## src/hw/shm_cfg.svh

```systemverilog
/*
 * build-time sizes for the shared-memory block
 * include wherever a width or the register window bit is needed
 */
`ifndef SHM_CFG_SVH
`define SHM_CFG_SVH

// width of one shared byte
`define SHM_DW 8

// ram word address width, 1024 words
`define SHM_AW 10

// cpu bus address width
// the extra top bit opens the register window
`define SHM_BUS_AW 11

// bus address bit that selects the register window over ram
`define SHM_WIN_BIT (`SHM_BUS_AW-1)

`endif

```

## src/hw/shm_pkg.sv

```systemverilog
/*
 * types shared by the shared-memory block
 * reference them as shm_pkg::name
 */
package shm_pkg;

`include "shm_cfg.svh"

    // one shared data byte
    typedef logic [`SHM_DW-1:0] data_t;

    // word address into the dual-port ram
    typedef logic [`SHM_AW-1:0] ram_addr_t;

    // full cpu bus address, top bit is the window select
    typedef logic [`SHM_BUS_AW-1:0] bus_addr_t;

    // register index in the window
    // 0 is the doorbell, 1 is the semaphore
    typedef logic reg_sel_t;

    // who holds the hardware semaphore
    typedef enum logic [1:0] {
        SEM_FREE,
        SEM_MAIN,
        SEM_SND
    } sem_state_e;

endpackage

```

## src/hw/shm_mailbox.sv

```systemverilog
/*
 * doorbell latches, interrupt flags and the test-and-set semaphore
 * shared by the main and sound cpu; read data is registered
 */
`timescale 1ns/1ps

module shm_mailbox (
    input  logic               clk0,
    input  logic               rst_n,
    // main cpu register window
    input  logic               main_reg_rd,
    input  logic               main_reg_wr,
    input  shm_pkg::reg_sel_t  main_reg_sel,
    input  shm_pkg::data_t     main_reg_wdata,
    output shm_pkg::data_t     main_reg_rdata,
    // sound cpu register window
    input  logic               snd_reg_rd,
    input  logic               snd_reg_wr,
    input  shm_pkg::reg_sel_t  snd_reg_sel,
    input  shm_pkg::data_t     snd_reg_wdata,
    output shm_pkg::data_t     snd_reg_rdata,
    // interrupt levels towards each cpu
    output logic               main_irq,
    output logic               snd_irq
);

    // message waiting for each side
    shm_pkg::data_t msg_to_main;
    shm_pkg::data_t msg_to_snd;

    // doorbell strobes, register 0
    logic main_bell_wr;
    logic main_bell_rd;
    logic snd_bell_wr;
    logic snd_bell_rd;

    // semaphore strobes, register 1
    logic main_acq;
    logic main_rel;
    logic snd_acq;
    logic snd_rel;

    // lock owner now and after this edge
    shm_pkg::sem_state_e sem_q;
    shm_pkg::sem_state_e sem_d;

    // grant bits as seen by each reader
    logic main_grant;
    logic snd_grant;

    assign main_bell_wr = main_reg_wr & ~main_reg_sel;
    assign main_bell_rd = main_reg_rd & ~main_reg_sel;
    assign snd_bell_wr  = snd_reg_wr & ~snd_reg_sel;
    assign snd_bell_rd  = snd_reg_rd & ~snd_reg_sel;

    assign main_acq = main_reg_rd & main_reg_sel;
    assign main_rel = main_reg_wr & main_reg_sel;
    assign snd_acq  = snd_reg_rd & snd_reg_sel;
    assign snd_rel  = snd_reg_wr & snd_reg_sel;

    // message latches
    // a write by one side is the message for the other
    always_ff @(posedge clk0) begin
        if (!rst_n) begin
            msg_to_main <= '0;
            msg_to_snd  <= '0;
        end else begin
            if (main_bell_wr) begin
                msg_to_snd <= main_reg_wdata;
            end
            if (snd_bell_wr) begin
                msg_to_main <= snd_reg_wdata;
            end
        end
    end

    // irq flags
    // set wins over the owner's clearing read in the same cycle
    always_ff @(posedge clk0) begin
        if (!rst_n) begin
            main_irq <= 1'b0;
            snd_irq  <= 1'b0;
        end else begin
            if (snd_bell_wr) begin
                main_irq <= 1'b1;
            end else if (main_bell_rd) begin
                main_irq <= 1'b0;
            end
            if (main_bell_wr) begin
                snd_irq <= 1'b1;
            end else if (snd_bell_rd) begin
                snd_irq <= 1'b0;
            end
        end
    end

    // semaphore fsm
    // a free lock goes to main first when both sides ask together
    // releases from the side that does not own the lock are ignored
    always_comb begin
        sem_d = sem_q;
        case (sem_q)
            shm_pkg::SEM_FREE: begin
                if (main_acq) begin
                    sem_d = shm_pkg::SEM_MAIN;
                end else if (snd_acq) begin
                    sem_d = shm_pkg::SEM_SND;
                end
            end
            shm_pkg::SEM_MAIN: begin
                if (main_rel) begin
                    sem_d = shm_pkg::SEM_FREE;
                end
            end
            shm_pkg::SEM_SND: begin
                if (snd_rel) begin
                    sem_d = shm_pkg::SEM_FREE;
                end
            end
            default: begin
                sem_d = shm_pkg::SEM_FREE;
            end
        endcase
    end

    always_ff @(posedge clk0) begin
        if (!rst_n) begin
            sem_q <= shm_pkg::SEM_FREE;
        end else begin
            sem_q <= sem_d;
        end
    end

    // test-and-set answer is ownership after this edge
    assign main_grant = (sem_d == shm_pkg::SEM_MAIN);
    assign snd_grant  = (sem_d == shm_pkg::SEM_SND);

    // registered read data, lines up with the ram output
    // doorbell reads return the latch before any same-cycle write
    always_ff @(posedge clk0) begin
        if (main_reg_rd) begin
            main_reg_rdata <= main_reg_sel ? shm_pkg::data_t'(main_grant) : msg_to_main;
        end
        if (snd_reg_rd) begin
            snd_reg_rdata <= snd_reg_sel ? shm_pkg::data_t'(snd_grant) : msg_to_snd;
        end
    end

endmodule

```

## config.mk

```make
export PLATFORM = sky130hd
export DESIGN_NAME = shm_mailbox
export DESIGN_NICKNAME = d
export VERILOG_FILES = /design/src/hw/shm_pkg.sv /design/src/hw/shm_mailbox.sv
export VERILOG_INCLUDE_DIRS = /design/src /design/src/hw
export SDC_FILE = /design/constraint.sdc
export NUM_CORES = 1
export LEC_CHECK = 0
export ABC_AREA = 1
export BUFFER_PORTS_ARGS = -buffer_cell sky130_fd_sc_hd__buf_2
export CAP_MARGIN = 20
export CORE_UTILIZATION = 53
export DETAILED_ROUTE_END_ITERATION = 16
export HOLD_SLACK_MARGIN = 0.12
export PLACE_DENSITY = 0.82
export SYNTH_ARGS = -nofsm -noshare
export SYNTH_HDL_FRONTEND = slang
export SYNTH_SLANG_ARGS = --single-unit
```

## constraint.sdc

```tcl
create_clock -name clk0 -period 1.3 [get_ports clk0]
set_input_delay 0.26 -clock clk0 [delete_from_list [all_inputs] [get_ports clk0]]
set_output_delay 0.26 -clock clk0 [all_outputs]
set_load 0.005 [all_outputs]
```

; ---- Word level (Yosys, flattened, before mapping)
; Index checks and enable logic that the tools add are counted.
[classes]
bitwise = 10
order_cmp = 0
n_shift = 0
n_addsub = 0
reduce_logical = 3
n_eq_ne = 4
mul = 0
muxes = 11
div_mod_pow = 0
[op_table]
columns = cell, count
row1 = bitwise AND 1 bit, 8
row2 = 2-to-1 mux 2 bit, 4
row3 = 2-to-1 mux 1 bit, 6
row4 = one-hot mux 2 bit (3 select lines), 1
row5 = == test 2 x 1 -> 1 bit (second input constant), 2
row6 = == test 2 bit (second input constant), 2
row7 = nonzero test 2 bit, 2
row8 = logical NOT 2 bit, 1
row9 = inverter 1 bit, 2
[totals]
memories = 0
mem_bits_ro = 0
in_bits = 24
out_inout_bits = 18
ram_bits = 0
latch_bits = 0
reg_bits = 36
elab_cells = 37

; ---- Depth between registers and ports, before layout
[logic_depth]
ltp_word = 6
ltp_mapped = 7
depth_no_buf = 6

; ---- Worst setup path before layout
; OpenSTA, ideal clock, no wires.
[synth_path]
path_kind = input -> register
from = input port snd_reg_sel
to = register snd_reg_rdata[0], data pin
stages = 7
setup_time_ps = 252
path_slack_ps = 370
t_required_ps = 1048
arrival_ps = 678
path_buffers = 1
path_cell_list = buf_4 nand2_1 inv_1 nand3_1 nand2_1 nand2_1 nand2_1
[synth_via]
elab_chain_len = 6
word_cells_on_any_way = 8
cone_classes = 1 x eq/ne / 5 x mux / 2 x bitwise
[synth_lines]
columns = element, line
row1 = from (decl), shm_mailbox.sv:19  ; input shm_pkg::reg_sel_t snd_reg_sel,
row2 = bitwise AND 1 bit, shm_mailbox.sv:58  ; assign snd_acq = snd_reg_rd & snd_reg_sel;
row3 = 2-to-1 mux 2 bit, shm_mailbox.sv:106  ; end else if (snd_acq) begin
row4 = 2-to-1 mux 2 bit, shm_mailbox.sv:104  ; if (main_acq) begin
row5 = one-hot mux 2 bit (3 select lines), shm_mailbox.sv:102  ; case (sem_q)
row6 = == test 2 bit, shm_mailbox.sv:136  ; assign snd_grant = (sem_d == shm_pkg::SEM_SND);
row7 = 2-to-1 mux 1 bit *, shm_mailbox.sv:145  ; snd_reg_rdata <= snd_reg_sel ? shm_pkg::data_t'(snd_grant) : msg_to_snd;
row8 = to (signal assigned), shm_mailbox.sv:145
row9 = to (decl), shm_mailbox.sv:21  ; output shm_pkg::data_t snd_reg_rdata,
; Every way passes the cells marked *; elsewhere a longest branch is shown, timed or not.
; A chain may end at the register's enable or synchronous reset.

; ---- Worst setup path after layout
[layout_path]
from = register main_reg_rdata[3]
to = output port main_reg_rdata[3]
[layout_rtl]
columns = element, line
row1 = from (decl), shm_mailbox.sv:15  ; output shm_pkg::data_t main_reg_rdata,
row2 = from (signal assigned), shm_mailbox.sv:142  ; main_reg_rdata <= main_reg_sel ? shm_pkg::data_t'(main_grant) : msg_to_main;
; No word-level cell between the ends.

==> results.json <==
{
  "status": "completed",
  "fillers": 199,
  "path_class": "register to output port",
  "maxSlewHeadroom": 0.834,
  "rrSetupSlack_ns": 0.34,
  "cts_tree": "built",
  "root_buffer": "clkbuf_4",
  "dr.first_iter.drc_count": 23,
  "yosysSeqAreaShare": 0.643,
  "core_area_um2": 2450,
  "skew_ns": 0.00872,
  "fin_setup_tns_ns": 0,
  "final_antenna_net_count": 0,
  "dp_hpwl_um": 1780,
  "cts_resized": 0,
  "worstMarginPinSlew_ns": 0.249,
  "reg2reg_to": "main_reg_rdata[0]",
  "start_util": 0.558,
  "worst-path-max-fanout": 1,
  "period_share": 0.860,
  "vias": 1021,
  "cts_setup_buffers": 0,
  "final-hold-violation-count": 0,
  "timing.rr.start": "sem_q[0]",
  "setup_viol": 0,
  "antennaDiodeCount": 0,
  "cts-htree-levels": 2,
  "gp_congestion": 0.723,
  "critPathCaptureType": "output port",
  "path_cells": "buf_2",
  "grt_start_max_net_pins": 17,
  "io_buffers": 41,
  "first_global_vias": 844,
  "grt_remaining_overflow": 0,
  "hp-start": "snd_reg_wdata[0]",
  "yosys_warnings": 0,
  "cts.sinks": 36,
  "drcViolationCount": 0,
  "dieWidth_um": 52.8,
  "setup.worst_path.start_class": "register",
  "crit_buf_inv": 1,
  "synth_nets": 158,
  "numCtsBuffers": 5,
  "maxCapViolCount": 0,
  "cts_hold_buf": 0,
  "cp_data_arrival_time_ns": 0.86,
  "clk_pin_slew_ns": 0.10,
  "synth.cell_area_um2": 1370,
  "ys_ff_latch": 36,
  "area_growth_pct": 20.2,
  "rows": 18,
  "die_y_um": 52.8,
  "p_per_area_nw_per_um2": 1300,
  "cp-endpoint": "main_reg_rdata[3]",
  "syn_avg_cell_area_um2": 10.2,
  "maxSlewViolCount": 0,
  "critPathMaxStageDelay_ns": 0.38,
  "rsz0062_at_grt": "no",
  "synth.distinct_cells": 19,
  "drive_above_1_share": 0.322,
  "critPathLaunch": "main_reg_rdata[3]",
  "finalNetCount": 203,
  "grt_pass1_wl_um": 3570,
  "worst_path_max_delay_cell": "edfxtp_1",
  "fin_crit_ns": 1.12,
  "reg2reg_depth": 4,
  "hp-class": "primary input to register",
  "crit_cells": 1,
  "postSynthCellCount": 134,
  "clockBufferDepth": 2,
  "p_leak_nw": 0.733,
  "ir_worst_vdd_mv": 0.974,
  "clock_latency_ns": 0.34,
  "fin_util": 0.671,
  "die_area_um2": 2790,
  "routed_wl_um": 2340,
  "fmax_mhz": 894,
  "via_per_inst": 4.86,
  "first_pass_iters": 4,
  "track_usage": 0.191,
  "io_pins": 42,
  "cp_top_family": "flip-flops",
  "cp.required_ns": 1.04,
  "grt_antenna_before_repair": 0,
  "avgRoutedWirePerCell_um": 11.1
}
[metal layers]
layer  GRT usage  wire length, um  vias to the layer above
li1            -                -                      529
met1       0.234             1020                      450
met2       0.272             1080                       34
met3      0.0783              141                        8
met4       0.127               89                        0
met5           0                0                        -
[through the flow]
step                power, mW  hold WS (ns)  worst slack, ns  instance area, um2  cells
floorplan                1.42         0.372            0.370                1370    134
global placement         1.51         0.439            0.277                1580    202
detailed placement       1.52         0.448            0.240                1580    202
CTS                      2.17         0.163            0.156                1650    210
global route             2.24         0.179            0.139                1650    210
finish                   2.15         0.176            0.182                1650    210
[how the worst min path moves through the flow]
stage / endpoint / depth (start not counted)
finish: msg_to_main[0] / 3
CTS: msg_to_main[0] / 3
floorplan: main_reg_rdata[0] / 0
detailed placement: msg_to_main[4] / 2
global route: msg_to_snd[6] / 3
global placement: msg_to_snd[3] / 2
[layout make-up]
cell class | instances | area [um2] | share of cell area
Clock buffer | 8 | 68.8 | 0.0418
Inverter | 20 | 82.6 | 0.0502
Sequential cell | 36 | 881 | 0.535
Timing Repair Buffer | 43 | 220 | 0.134
Multi-Input combinational cell | 73 | 357 | 0.217
Tap cell | 30 | 37.5 | 0.0228
[synth_stat cells]
library cell  instances  area share
buf_8                 1       0.011
nand3_1               5       0.018
o21ai_1               2      0.0073
o21ai_0              13       0.047
dfxtp_1              20        0.29
nand2_1              13       0.036
o21ai_2               1      0.0064
buf_4                 1      0.0055
inv_2                 1      0.0027
inv_1                18       0.049
a21oi_2               2       0.013
nand2_8               1       0.015
buf_6                 2       0.016
a21oi_1              17       0.062
edfxtp_1             16        0.35
buf_2                 1      0.0036
nand2_2               2      0.0091
nor2_1               17       0.047
inv_8                 1      0.0082
[where the power goes]
group / leakage (nW) / switching [mW] / internal (mW) / total (mW)
logic: 0.365 / 0.130 / 0.0907 / 0.221
registers: 0.330 / 0.0186 / 1.25 / 1.27
clock network: 0.0386 / 0.337 / 0.318 / 0.655
total: 0.733 / 0.486 / 1.66 / 2.15
[cells by family after synthesis]
logic type	Yosys count	share of synthesized area
simple gates	38	0.124
buf+inv	25	0.0968
flops	36	0.643
compound gates	35	0.136
[state kept, by name (all words and copies together), names as in the netlist]
signal and flops:
main_irq 1, main_reg_rdata 8, msg_to_main 8, snd_reg_rdata 8
sem_q 2, snd_irq 1, msg_to_snd 8
[layout by cell type (no fill, tap or decap)]
cell type,instances
nand2_1,13
dfxtp_1,20
buf_4,2
o21ai_2,1
clkbuf_1,1
o21ai_0,13
nor2_1,17
nand3_1,5
a21oi_1,17
clkbuf_8,2
inv_8,1
clkbuf_4,5
buf_2,41
nand2_2,2
a21oi_2,2
o21ai_1,2
edfxtp_1,16
inv_1,18
nand2_8,1
inv_2,1
No activity file was read; power rests on OpenSTA's default activity.
