File: config.mk
export PLATFORM = sky130hd
export DESIGN_NAME = shm_bus_port
export DESIGN_NICKNAME = d
export VERILOG_FILES = /design/src/hw/shm_pkg.sv /design/src/hw/shm_bus_port.sv
export VERILOG_INCLUDE_DIRS = /design/src /design/src/hw
export SDC_FILE = /design/constraint.sdc
export NUM_CORES = 1
export LEC_CHECK = 0
export BUFFER_PORTS_ARGS = -buffer_cell sky130_fd_sc_hd__buf_2
export CAP_MARGIN = 30
export CORE_MARGIN = 4
export CORE_UTILIZATION = 28
export CTS_BUF_LIST = sky130_fd_sc_hd__clkbuf_16
export DETAILED_ROUTE_END_ITERATION = 10
export HOLD_SLACK_MARGIN = 0.03
export PLACE_DENSITY = 0.66
export SLEW_MARGIN = 20
export SYNTH_ARGS = -nofsm -noshare
export SYNTH_HDL_FRONTEND = slang
export SYNTH_SLANG_ARGS = --single-unit
File: constraint.sdc
create_clock -name clk0 -period 1.2 [get_ports clk0]
set_input_delay 0.12 -clock clk0 [delete_from_list [all_inputs] [get_ports clk0]]
set_output_delay 0.12 -clock clk0 [all_outputs]
set_load 0.02 [all_outputs]
File: src/hw/shm_cfg.svh
/*
 * build-time sizes for the shared-memory block
 * include wherever a width or the register window bit is needed
 */
`ifndef SHM_CFG_SVH
`define SHM_CFG_SVH

// width of one shared byte
`define SHM_DW 8

// ram word address width, 1024 words
`define SHM_AW 10

// cpu bus address width
// the extra top bit opens the register window
`define SHM_BUS_AW 11

// bus address bit that selects the register window over ram
`define SHM_WIN_BIT (`SHM_BUS_AW-1)

`endif

File: src/hw/shm_pkg.sv
/*
 * types shared by the shared-memory block
 * reference them as shm_pkg::name
 */
package shm_pkg;

`include "shm_cfg.svh"

    // one shared data byte
    typedef logic [`SHM_DW-1:0] data_t;

    // word address into the dual-port ram
    typedef logic [`SHM_AW-1:0] ram_addr_t;

    // full cpu bus address, top bit is the window select
    typedef logic [`SHM_BUS_AW-1:0] bus_addr_t;

    // register index in the window
    // 0 is the doorbell, 1 is the semaphore
    typedef logic reg_sel_t;

    // who holds the hardware semaphore
    typedef enum logic [1:0] {
        SEM_FREE,
        SEM_MAIN,
        SEM_SND
    } sem_state_e;

endpackage

File: src/hw/shm_bus_port.sv
/*
 * one cpu bus port: splits requests between ram and the register window
 * read data comes back two edges after the request with a one-cycle valid
 */
`timescale 1ns/1ps

`include "shm_cfg.svh"

module shm_bus_port (
    input  logic                clk0,
    input  logic                rst_n,
    // cpu side
    input  logic                cs,
    input  logic                we,
    input  shm_pkg::bus_addr_t  addr,
    input  shm_pkg::data_t      wdata,
    output shm_pkg::data_t      rd_data,
    output logic                rd_valid,
    // ram side
    output shm_pkg::ram_addr_t  ram_addr,
    output logic                ram_we,
    output shm_pkg::data_t      ram_wdata,
    input  shm_pkg::data_t      ram_q,
    // register window side
    output logic                reg_rd,
    output logic                reg_wr,
    output shm_pkg::reg_sel_t   reg_sel,
    output shm_pkg::data_t      reg_wdata,
    input  shm_pkg::data_t      reg_rdata
);

    // high when the request targets the register window
    logic win;
    // a read was taken on the last edge
    logic rd_pend;
    // that read went to the register window
    logic rd_pend_reg;

    assign win = addr[`SHM_WIN_BIT];

    // ram strobes, low address bits go straight through
    assign ram_addr  = addr[`SHM_AW-1:0];
    assign ram_we    = cs & we & ~win;
    assign ram_wdata = wdata;

    // register strobes, bit 0 picks doorbell or semaphore
    assign reg_rd    = cs & ~we & win;
    assign reg_wr    = cs & we & win;
    assign reg_sel   = addr[0];
    assign reg_wdata = wdata;

    // read tracking
    // stage one notes the read, stage two raises rd_valid
    always_ff @(posedge clk0) begin
        if (!rst_n) begin
            rd_pend  <= 1'b0;
            rd_valid <= 1'b0;
        end else begin
            rd_pend  <= cs & ~we;
            rd_valid <= rd_pend;
        end
    end

    // source select follows the request by one edge
    always_ff @(posedge clk0) begin
        rd_pend_reg <= win;
    end

    // ram_q and reg_rdata are both registered at the request edge,
    // so they are stable here and one of them is captured
    always_ff @(posedge clk0) begin
        if (rd_pend) begin
            rd_data <= rd_pend_reg ? reg_rdata : ram_q;
        end
    end

endmodule

After elaboration in Yosys (flattened, before gate mapping):

Cells that the tools add are included.

* bits in registers: 11
* input port bits: 39
* output and inout bits: 39
* logic and storage cells: 12

* muxes and demuxes: 1
* bitwise gates (word level): 7

Operator list (number)
* $mux 8: 1
* $and 1x1->1: 5
* $not 1->1: 2

Longest topological paths before layout:

Gate-level depths: netlist of the first run.

* word-level depth: 3
* depth in mapped cells: 2
* gate-level depth less buffers: 1

Worst setup path before layout of the first run:

No wires, ideal clock.

* kind: register to register
* start point: reg rd_pend_reg
* end point: reg rd_data[0] (data pin)
* setup time: 0.260 ns
* data arrival time: 0.735 ns
* data required time: 0.940 ns
* path slack: 0.205 ns
* cell stages (with the launch flop): 3
* buffers on the path: 1
* period minus slack after synthesis: 0.995 ns
* cell sequence: dfxtp_1 > buf_6 > mux2_4

* word-level cells in the longest chain between the ends: 1

Ends and longest elaborated chain
* start, declared: RTL line shm_bus_port.sv:37 `logic rd_pend_reg;`
* start signal, assigned: RTL line shm_bus_port.sv:66 `rd_pend_reg <= win;`
* $mux 8: RTL line shm_bus_port.sv:73 `rd_data <= rd_pend_reg ? reg_rdata : ram_q;`
* end signal, assigned: RTL line shm_bus_port.sv:73
* end, declared: RTL line shm_bus_port.sv:17 `output shm_pkg::data_t rd_data,`

No other way between the ends.
A chain may end at the register's enable or synchronous reset.

Final worst setup path of the first run:

* start point: reg rd_pend_reg
* end point: reg rd_data[7] (data pin)

The elaborated chain is that of the path after synthesis.

==> results of run 1 <==
-- kinds of logic (layout without fill, tap and decap cells) --
family	Yosys count	after routing
buffers and inverters	28	38
flip-flops	11	11
multiplexers	8	8
AND/OR/NAND/NOR	5	5
-- final cells by class --
cell class	instances	area [um2]
multi-input cells	13	159
well taps	28	35.0
flip-flops and latches	11	300
clock buffers	3	75.1
fillers	236	1490
clock inverters	1	3.75
repair buffers	34	190
-- how the worst max path moves through the flow --
| stage | startpoint | to | slack [ps] | depth (start not counted) |
|---|---|---|---|---|
| final | rd_pend_reg$_DFF_P_ | rd_data[7]$_DFFE_PP_ | 160 | 2 |
| after CTS | rd_pend_reg$_DFF_P_ | rd_data[7]$_DFFE_PP_ | 150 | 2 |
| after detailed placement | rd_pend_reg$_DFF_P_ | rd_data[1]$_DFFE_PP_ | 160 | 2 |
| after global placement | rd_pend_reg$_DFF_P_ | rd_data[7]$_DFFE_PP_ | 180 | 2 |
| after floorplan | rd_pend_reg$_DFF_P_ | rd_data[0]$_DFFE_PP_ | 210 | 2 |
| after global routing | rd_pend_reg$_DFF_P_ | rd_data[7]$_DFFE_PP_ | 140 | 2 |
-- critical path, stage by stage, from the launching register on --
cell	delay [ps]
sky130_fd_sc_hd__dfxtp_1	350
sky130_fd_sc_hd__buf_12	140
sky130_fd_sc_hd__mux2_4	300
-- layer usage --
| layer | routed length, um | part of all wire | up-vias |
|---|---|---|---|
| met4 | 101 | 0.086 | 0 |
| met1 | 364 | 0.31 | 156 |
| met5 | 0 | 0 | - |
| met2 | 494 | 0.42 | 26 |
| li1 | - | - | 168 |
| met3 | 211 | 0.18 | 21 |
-- stage by stage --
stage	worst slack [ps]	instances	power (mW)
final	160	90	1.15
after detailed placement	159	85	0.560
after floorplan	205	52	0.635
after global routing	139	90	1.18
after CTS	154	90	1.16
after global placement	178	85	0.557
-- cells in the mapped netlist (all sizes together) --
library cell,instances,area (um2)
buf,28,214
and3,1,6.26
mux2,8,120
and2,1,6.26
and3b,3,26.3
dfxtp,3,60.1
edfxtp,8,240
-- timing repair --
action | 4_1_cts | 5_1_grt
endpoints found under the hold margin | 1 | 0
hold buffers | 1 | 0
endpoints found under the setup margin | 0 | 0
-- where the power goes --
group          internal, mW  switching [mW]  total (mW)
sequential            0.426         0.00693       0.433
clock                 0.436           0.155       0.592
combinational        0.0750          0.0476       0.123
total                 0.937           0.210        1.15
==> PnR_summary.wiki, run 1 <==
{| class="wikitable"
! Metric !! Value
|-
| Number of antenna violations at the first check in global routing || 0
|-
| Final core area utilization || 0.339
|-
| Post-Place Cell Area || approximately 670 um2
|-
| Global routing's busiest layer || met2
|-
| Gate Count Post-Synth || 52
|-
| Post CTS Setup Buffer Count || 0
|-
| Cell chosen for the clock root || sky130_fd_sc_hd__clkbuf_16
|-
| Synthesized area divided by synthesized cell count || 12.9 um2
|-
| Fraction of layout cells with a size suffix above 1 || 0.710
|-
| Worst reg-to-reg setup slack || 160 ps
|-
| Period utilization || 0.867
|-
| Reg-to-Reg End || rd_data[7]$_DFFE_PP_
|-
| Core Region || 2250 um2
|-
| Final Slew Violations || 0
|-
| Met1 global-route usage || 0.0576
|-
| Dominant combinational cell family by area after synthesis || buffers and inverters
|-
| Final net count || 102
|-
| Post-synthesis compound-gate area fraction || 0
|-
| Startpoint of the worst hold path || rst_n
|-
| Number of warnings reported in the yosys synthesis log || 0
|-
| Sequential cell area fraction in the yosys report || 0.446
|-
| Depth of the worst hold-timing path || 2
|-
| Overall die area || roughly 3300 um2
|-
| Top-Level Pins || 78
|-
| Core Rows || 17
|-
| Die Height || 57.0 um
|-
| Clock tree from TritonCTS || done
|-
| Power Density || 1500 nW/um2
|-
| Worst reg2reg path depth || 2
|-
| Hold violation total from the final report || 0
|-
| CP Class || reg -> reg
|-
| Met3 GRT Util || 0.0339
|-
| Highest achievable clock rate || 0.961 GHz
|-
| Synth Area in Simple Gates || 0.0576
|-
| Summed instance area of the synthesized netlist || 673 um2
|-
| Vias in the first global route || roughly 330
|-
| Xor and xnor fraction of the mapped netlist area || 0
|-
| Data required time at the worst endpoint || 1180 ps
|-
| Number of instances resized during post-cts repair || 0
|-
| Proportion of synthesized area in mux cells || 0.178
|-
| DRT iter0 DRCs || 3
|-
| Bufs on Longest Clock Path || 2
|-
| Distinct cell type count after synthesis || 8
|-
| Max-cap check violation count || 0
|-
| Total via count after detailed routing || 371
|-
| M2 GR Usage || 0.0995
|-
| Most common cell after layout, fill and taps aside || sky130_fd_sc_hd__buf_2
|-
| Width of the die || 57.0 um
|-
| Static Leak || 0.381 nW
|-
| Clock skew || approximately 1.1 ps
|-
| Quantity of I/O buffers inserted on ports || 32
|-
| Largest vdd supply drop || 747 uV
|-
| Routability congestion estimate from global placement || 0.746
|-
| Setup repair after global routing missed its margin || no
|-
| H-Tree Level Count || 1
|-
| Result of the run || finished clean
|-
| Hold/Removal Path Class || in -> reg
|-
| Slew headroom || 0.768
|-
| Global router's overall resource usage || 0.0679
|-
| Worst-case hold path end point || rd_valid$_SDFF_PN0_
|-
| Post-route cell area || 763 um2
|-
| Worst hold-check slack || ~110 ps
|-
| Initial core utilization || 0.299
|-
| Final Routed Wirelength || around 1200 um
|-
| First-pass iteration count of the detailed router || 2
|-
| Maximum number of pins on one net before global-route repair || 10
|-
| Final routed wire length divided by cell count || 13.0 um
|-
| Total congestion overflow after global routing || 0
|-
| Total of endpoints with negative setup slack in the final report || 0
|-
| Max FO, Critical Path || 8
|-
| Total clock buffers created by CTS || 3
|-
| Number of nets produced by synthesis || about 90
|-
| Synthesized-area fraction occupied by adder cells || 0
|-
| Final period demand of the worst path || roughly 1000 ps
|-
| First-pass GRT wire length || roughly 1600 um
|-
| Clock transition at path regs || 40 ps
|-
| Critical R2R Launch || rd_pend_reg$_DFF_P_
|-
| Diode count || 0
|-
| Number of nets with antenna violations after detailed routing || 0
|-
| Critical Path Source Type || flop
|-
| Crit path arrival time || 1020 ps
|-
| Worst-margin pin slew || 348 ps
|-
| P&R area growth vs syn || 13.4%
|-
| Number of sinks handled by clock tree synthesis || 11
|-
| Setup TNS || 0 ps
|-
| DRC errors left || 0
|-
| Avg Vias per Cell || around 4
|-
| Max reg flops || 8
|-
| Kind of capture point of the worst setup path || flop
|-
| Yosys reg bits || 11
|-
| Latest clock arrival within the worst-skew pair || 240 ps
|-
| Top library cells by usage in the layout, fill and taps aside || sky130_fd_sc_hd__buf_2, sky130_fd_sc_hd__mux2_4, sky130_fd_sc_hd__edfxtp_1
|}
(Power assumes the default switching activity.)
==> run 2: changes to the inputs <==
--- a/config.mk
+++ b/config.mk
@@ -10,9 +10,9 @@
 export CAP_MARGIN = 30
 export CORE_MARGIN = 4
 export CORE_UTILIZATION = 28
-export CTS_BUF_LIST = sky130_fd_sc_hd__clkbuf_16
 export DETAILED_ROUTE_END_ITERATION = 10
 export HOLD_SLACK_MARGIN = 0.03
+export MAX_ROUTING_LAYER = met4
 export PLACE_DENSITY = 0.66
 export SLEW_MARGIN = 20
 export SYNTH_ARGS = -nofsm -noshare
==> run 2 against run 1 <==
  * Non-clock buffer count did not move
  * Final area fell by 6.9%
  * Hold slack got worse by 26 ps
  * Sequential cell count did not move
  * Clock power fell by 60%
  * First-iteration DRC count rose by 130%
  * Die area did not move
  * Count of clock-buffer cells in the layout rose by 1
  * Maximum frequency fell by 0.84%
  * Total power fell by 31%
  * Core utilization fell by 2.3 points
  * Sequential share of layout area rose by 2.9 points
  * Critical endpoint unchanged
  * Largest cell class unchanged
==> PnR_summary.wiki, run 2 (synthesized netlist as in run 1, its figures left out) <==
{| class="wikitable"
! Metric !! Value
|-
| Total of endpoints with negative setup slack in the final report || 0
|-
| Vias in the first global route || 326
|-
| Sw frac || 0.206
|-
| DRC errors left || 0
|-
| Setup repair after global routing missed its margin || no
|-
| Maximum number of pins on one net before global-route repair || 10
|-
| Width of the die || 57.0 um
|-
| CP Class || reg -> reg
|-
| Total congestion overflow after global routing || 0
|-
| Final Slew Violations || 0
|-
| Power, Total || 0.789 mW
|-
| Core Region || 2250 um2
|-
| Global router's overall resource usage || 0.0662
|-
| Crit path arrival time || 1050 ps
|-
| Avg Vias per Cell || 4.09
|-
| First-pass GRT wire length || around 1500 um
|-
| Initial core utilization || 0.299
|-
| Latest clock arrival within the worst-skew pair || 260 ps
|-
| Total clock buffers created by CTS || 3
|-
| Post CTS Setup Buffer Count || 0
|-
| Number of sinks handled by clock tree synthesis || 11
|-
| Final net count || 102
|-
| Highest achievable clock rate || 0.953 GHz
|-
| Overall die area || 3250 um2
|-
| Core Rows || 17
|-
| Worst-margin pin slew || 342 ps
|-
| Net Switching || 0.162 mW
|-
| Register share of total power || 0.546
|-
| Clock transition at path regs || around 70 ps
|-
| P&R area growth vs syn || 5.58%
|-
| Share of total power in the clock network || 0.300
|-
| Setup TNS || 0 ps
|-
| Slew headroom || 0.772
|-
| Number of antenna violations at the first check in global routing || 0
|-
| Diode count || 0
|-
| Routability congestion estimate from global placement || about 0.75
|-
| Logic gate share of total power || 0.154
|-
| Max-cap check violation count || 0
|-
| Kind of capture point of the worst setup path || flop
|-
| Most common cell after layout, fill and taps aside || sky130_fd_sc_hd__buf_2
|-
| First-pass iteration count of the detailed router || 2
|-
| H-Tree Level Count || 1
|-
| Fraction of layout cells with a size suffix above 1 || 0.710
|-
| Die Height || 57.0 um
|-
| Bufs on Longest Clock Path || 2
|-
| Hold violation total from the final report || 0
|-
| Static Leak || roughly 0.35 nW
|-
| Post-Place Cell Area || 674 um2
|-
| Clock tree from TritonCTS || done
|-
| Final period demand of the worst path || roughly 1000 ps
|-
| Result of the run || finished clean
|-
| Largest vdd supply drop || 433 uV
|-
| Final routed wire length divided by cell count || between 10 and 15 um
|-
| Clock skew || 6.85 ps
|-
| Hold/Removal Path Class || in -> reg
|-
| Critical Path Source Type || flop
|-
| Max FO, Critical Path || 8
|-
| DRT iter0 DRCs || 7
|-
| Cell internal pwr || 0.627 mW
|-
| Number of nets with antenna violations after detailed routing || 0
|-
| Final Routed Wirelength || 1120 um
|-
| Cell chosen for the clock root || sky130_fd_sc_hd__clkbuf_4
|-
| Max reg flops || 8
|-
| Data required time at the worst endpoint || 1200 ps
|-
| Top library cells by usage in the layout, fill and taps aside || sky130_fd_sc_hd__buf_2, sky130_fd_sc_hd__mux2_4, sky130_fd_sc_hd__edfxtp_1
|-
| Total via count after detailed routing || 368
|-
| Top-Level Pins || 78
|-
| Period utilization || 0.874
|-
| Power Density || 1110 nW/um2
|-
| Number of instances resized during post-cts repair || 0
|-
| Post-route cell area || approximately 710 um2
|-
| Quantity of I/O buffers inserted on ports || 32
|}
run 2: changes by cell type in the layout (fill, tap and decap cells not counted), sizes merged:
cell | previous run | this run
clkbuf | 3 | 4
inv | 1 | 0
run 2: metal layers:
metal / vias to the layer above / global-route usage / routed length [um]
li1: 170 / - / -
met1: 155 / 0.0590 / 369
met2: 24 / 0.0914 / 460
met3: 19 / 0.0385 / 201
met4: 0 / 0.0728 / 87
met5: - / - / 0
run 2: what timing repair did:
| action | CTS | global route |
|---|---|---|
| hold buffers | 1 | 0 |
| setup endpoints to repair | 0 | 0 |
| hold endpoints to repair | 1 | 0 |
run 2: through the flow:
| step | hold WS, ps | instances | utilization | setup WS [ps] |
|---|---|---|---|---|
| final | 88.0 | 90 | 0.315 | 151 |
| after global routing | 95.0 | 90 | 0.315 | 126 |
| after CTS | 82.4 | 90 | 0.315 | 142 |
| after detailed placement | 240 | 85 | 0.299 | 159 |
| after global placement | 240 | 85 | 0.299 | 178 |
| after floorplan | 148 | 52 | - | 205 |
run 2: worst paths after layout:
path,cells after the start,endpoint,slack [ps],startpoint
setup / recovery,2,rd_data[7]$_DFFE_PP_,150,rd_pend_reg$_DFF_P_
hold / removal,2,rd_valid$_SDFF_PN0_,90,rst_n
setup reg to reg,2,rd_data[7]$_DFFE_PP_,150,rd_pend_reg$_DFF_P_
hold reg to reg,0,rd_data[1]$_DFFE_PP_,620,rd_pend$_SDFF_PN0_
run 2: worst max-delay path, cell delays in order (launching register included):
cell and delay, ps:
sky130_fd_sc_hd__dfxtp_1 360, sky130_fd_sc_hd__buf_12 140, sky130_fd_sc_hd__mux2_4 300
run 2: final cells by class:
cell class              instances  area (um2)
flip-flops and latches         11         300
well taps                      28        35.0
clock buffers                   4        26.3
repair buffers                 34         190
multi-input cells              13         159
fillers                       246        1540
run 2: power by group through the flow:
| stage | logic [mW] | registers, mW | clock network, mW |
|---|---|---|---|
| after floorplan | 0.185 | 0.450 | 0 |
| after global placement | 0.118 | 0.438 | 0 |
| after detailed placement | 0.121 | 0.439 | 0 |
| after CTS | 0.124 | 0.431 | 0.244 |
| after global routing | 0.131 | 0.431 | 0.269 |
| final | 0.122 | 0.430 | 0.237 |
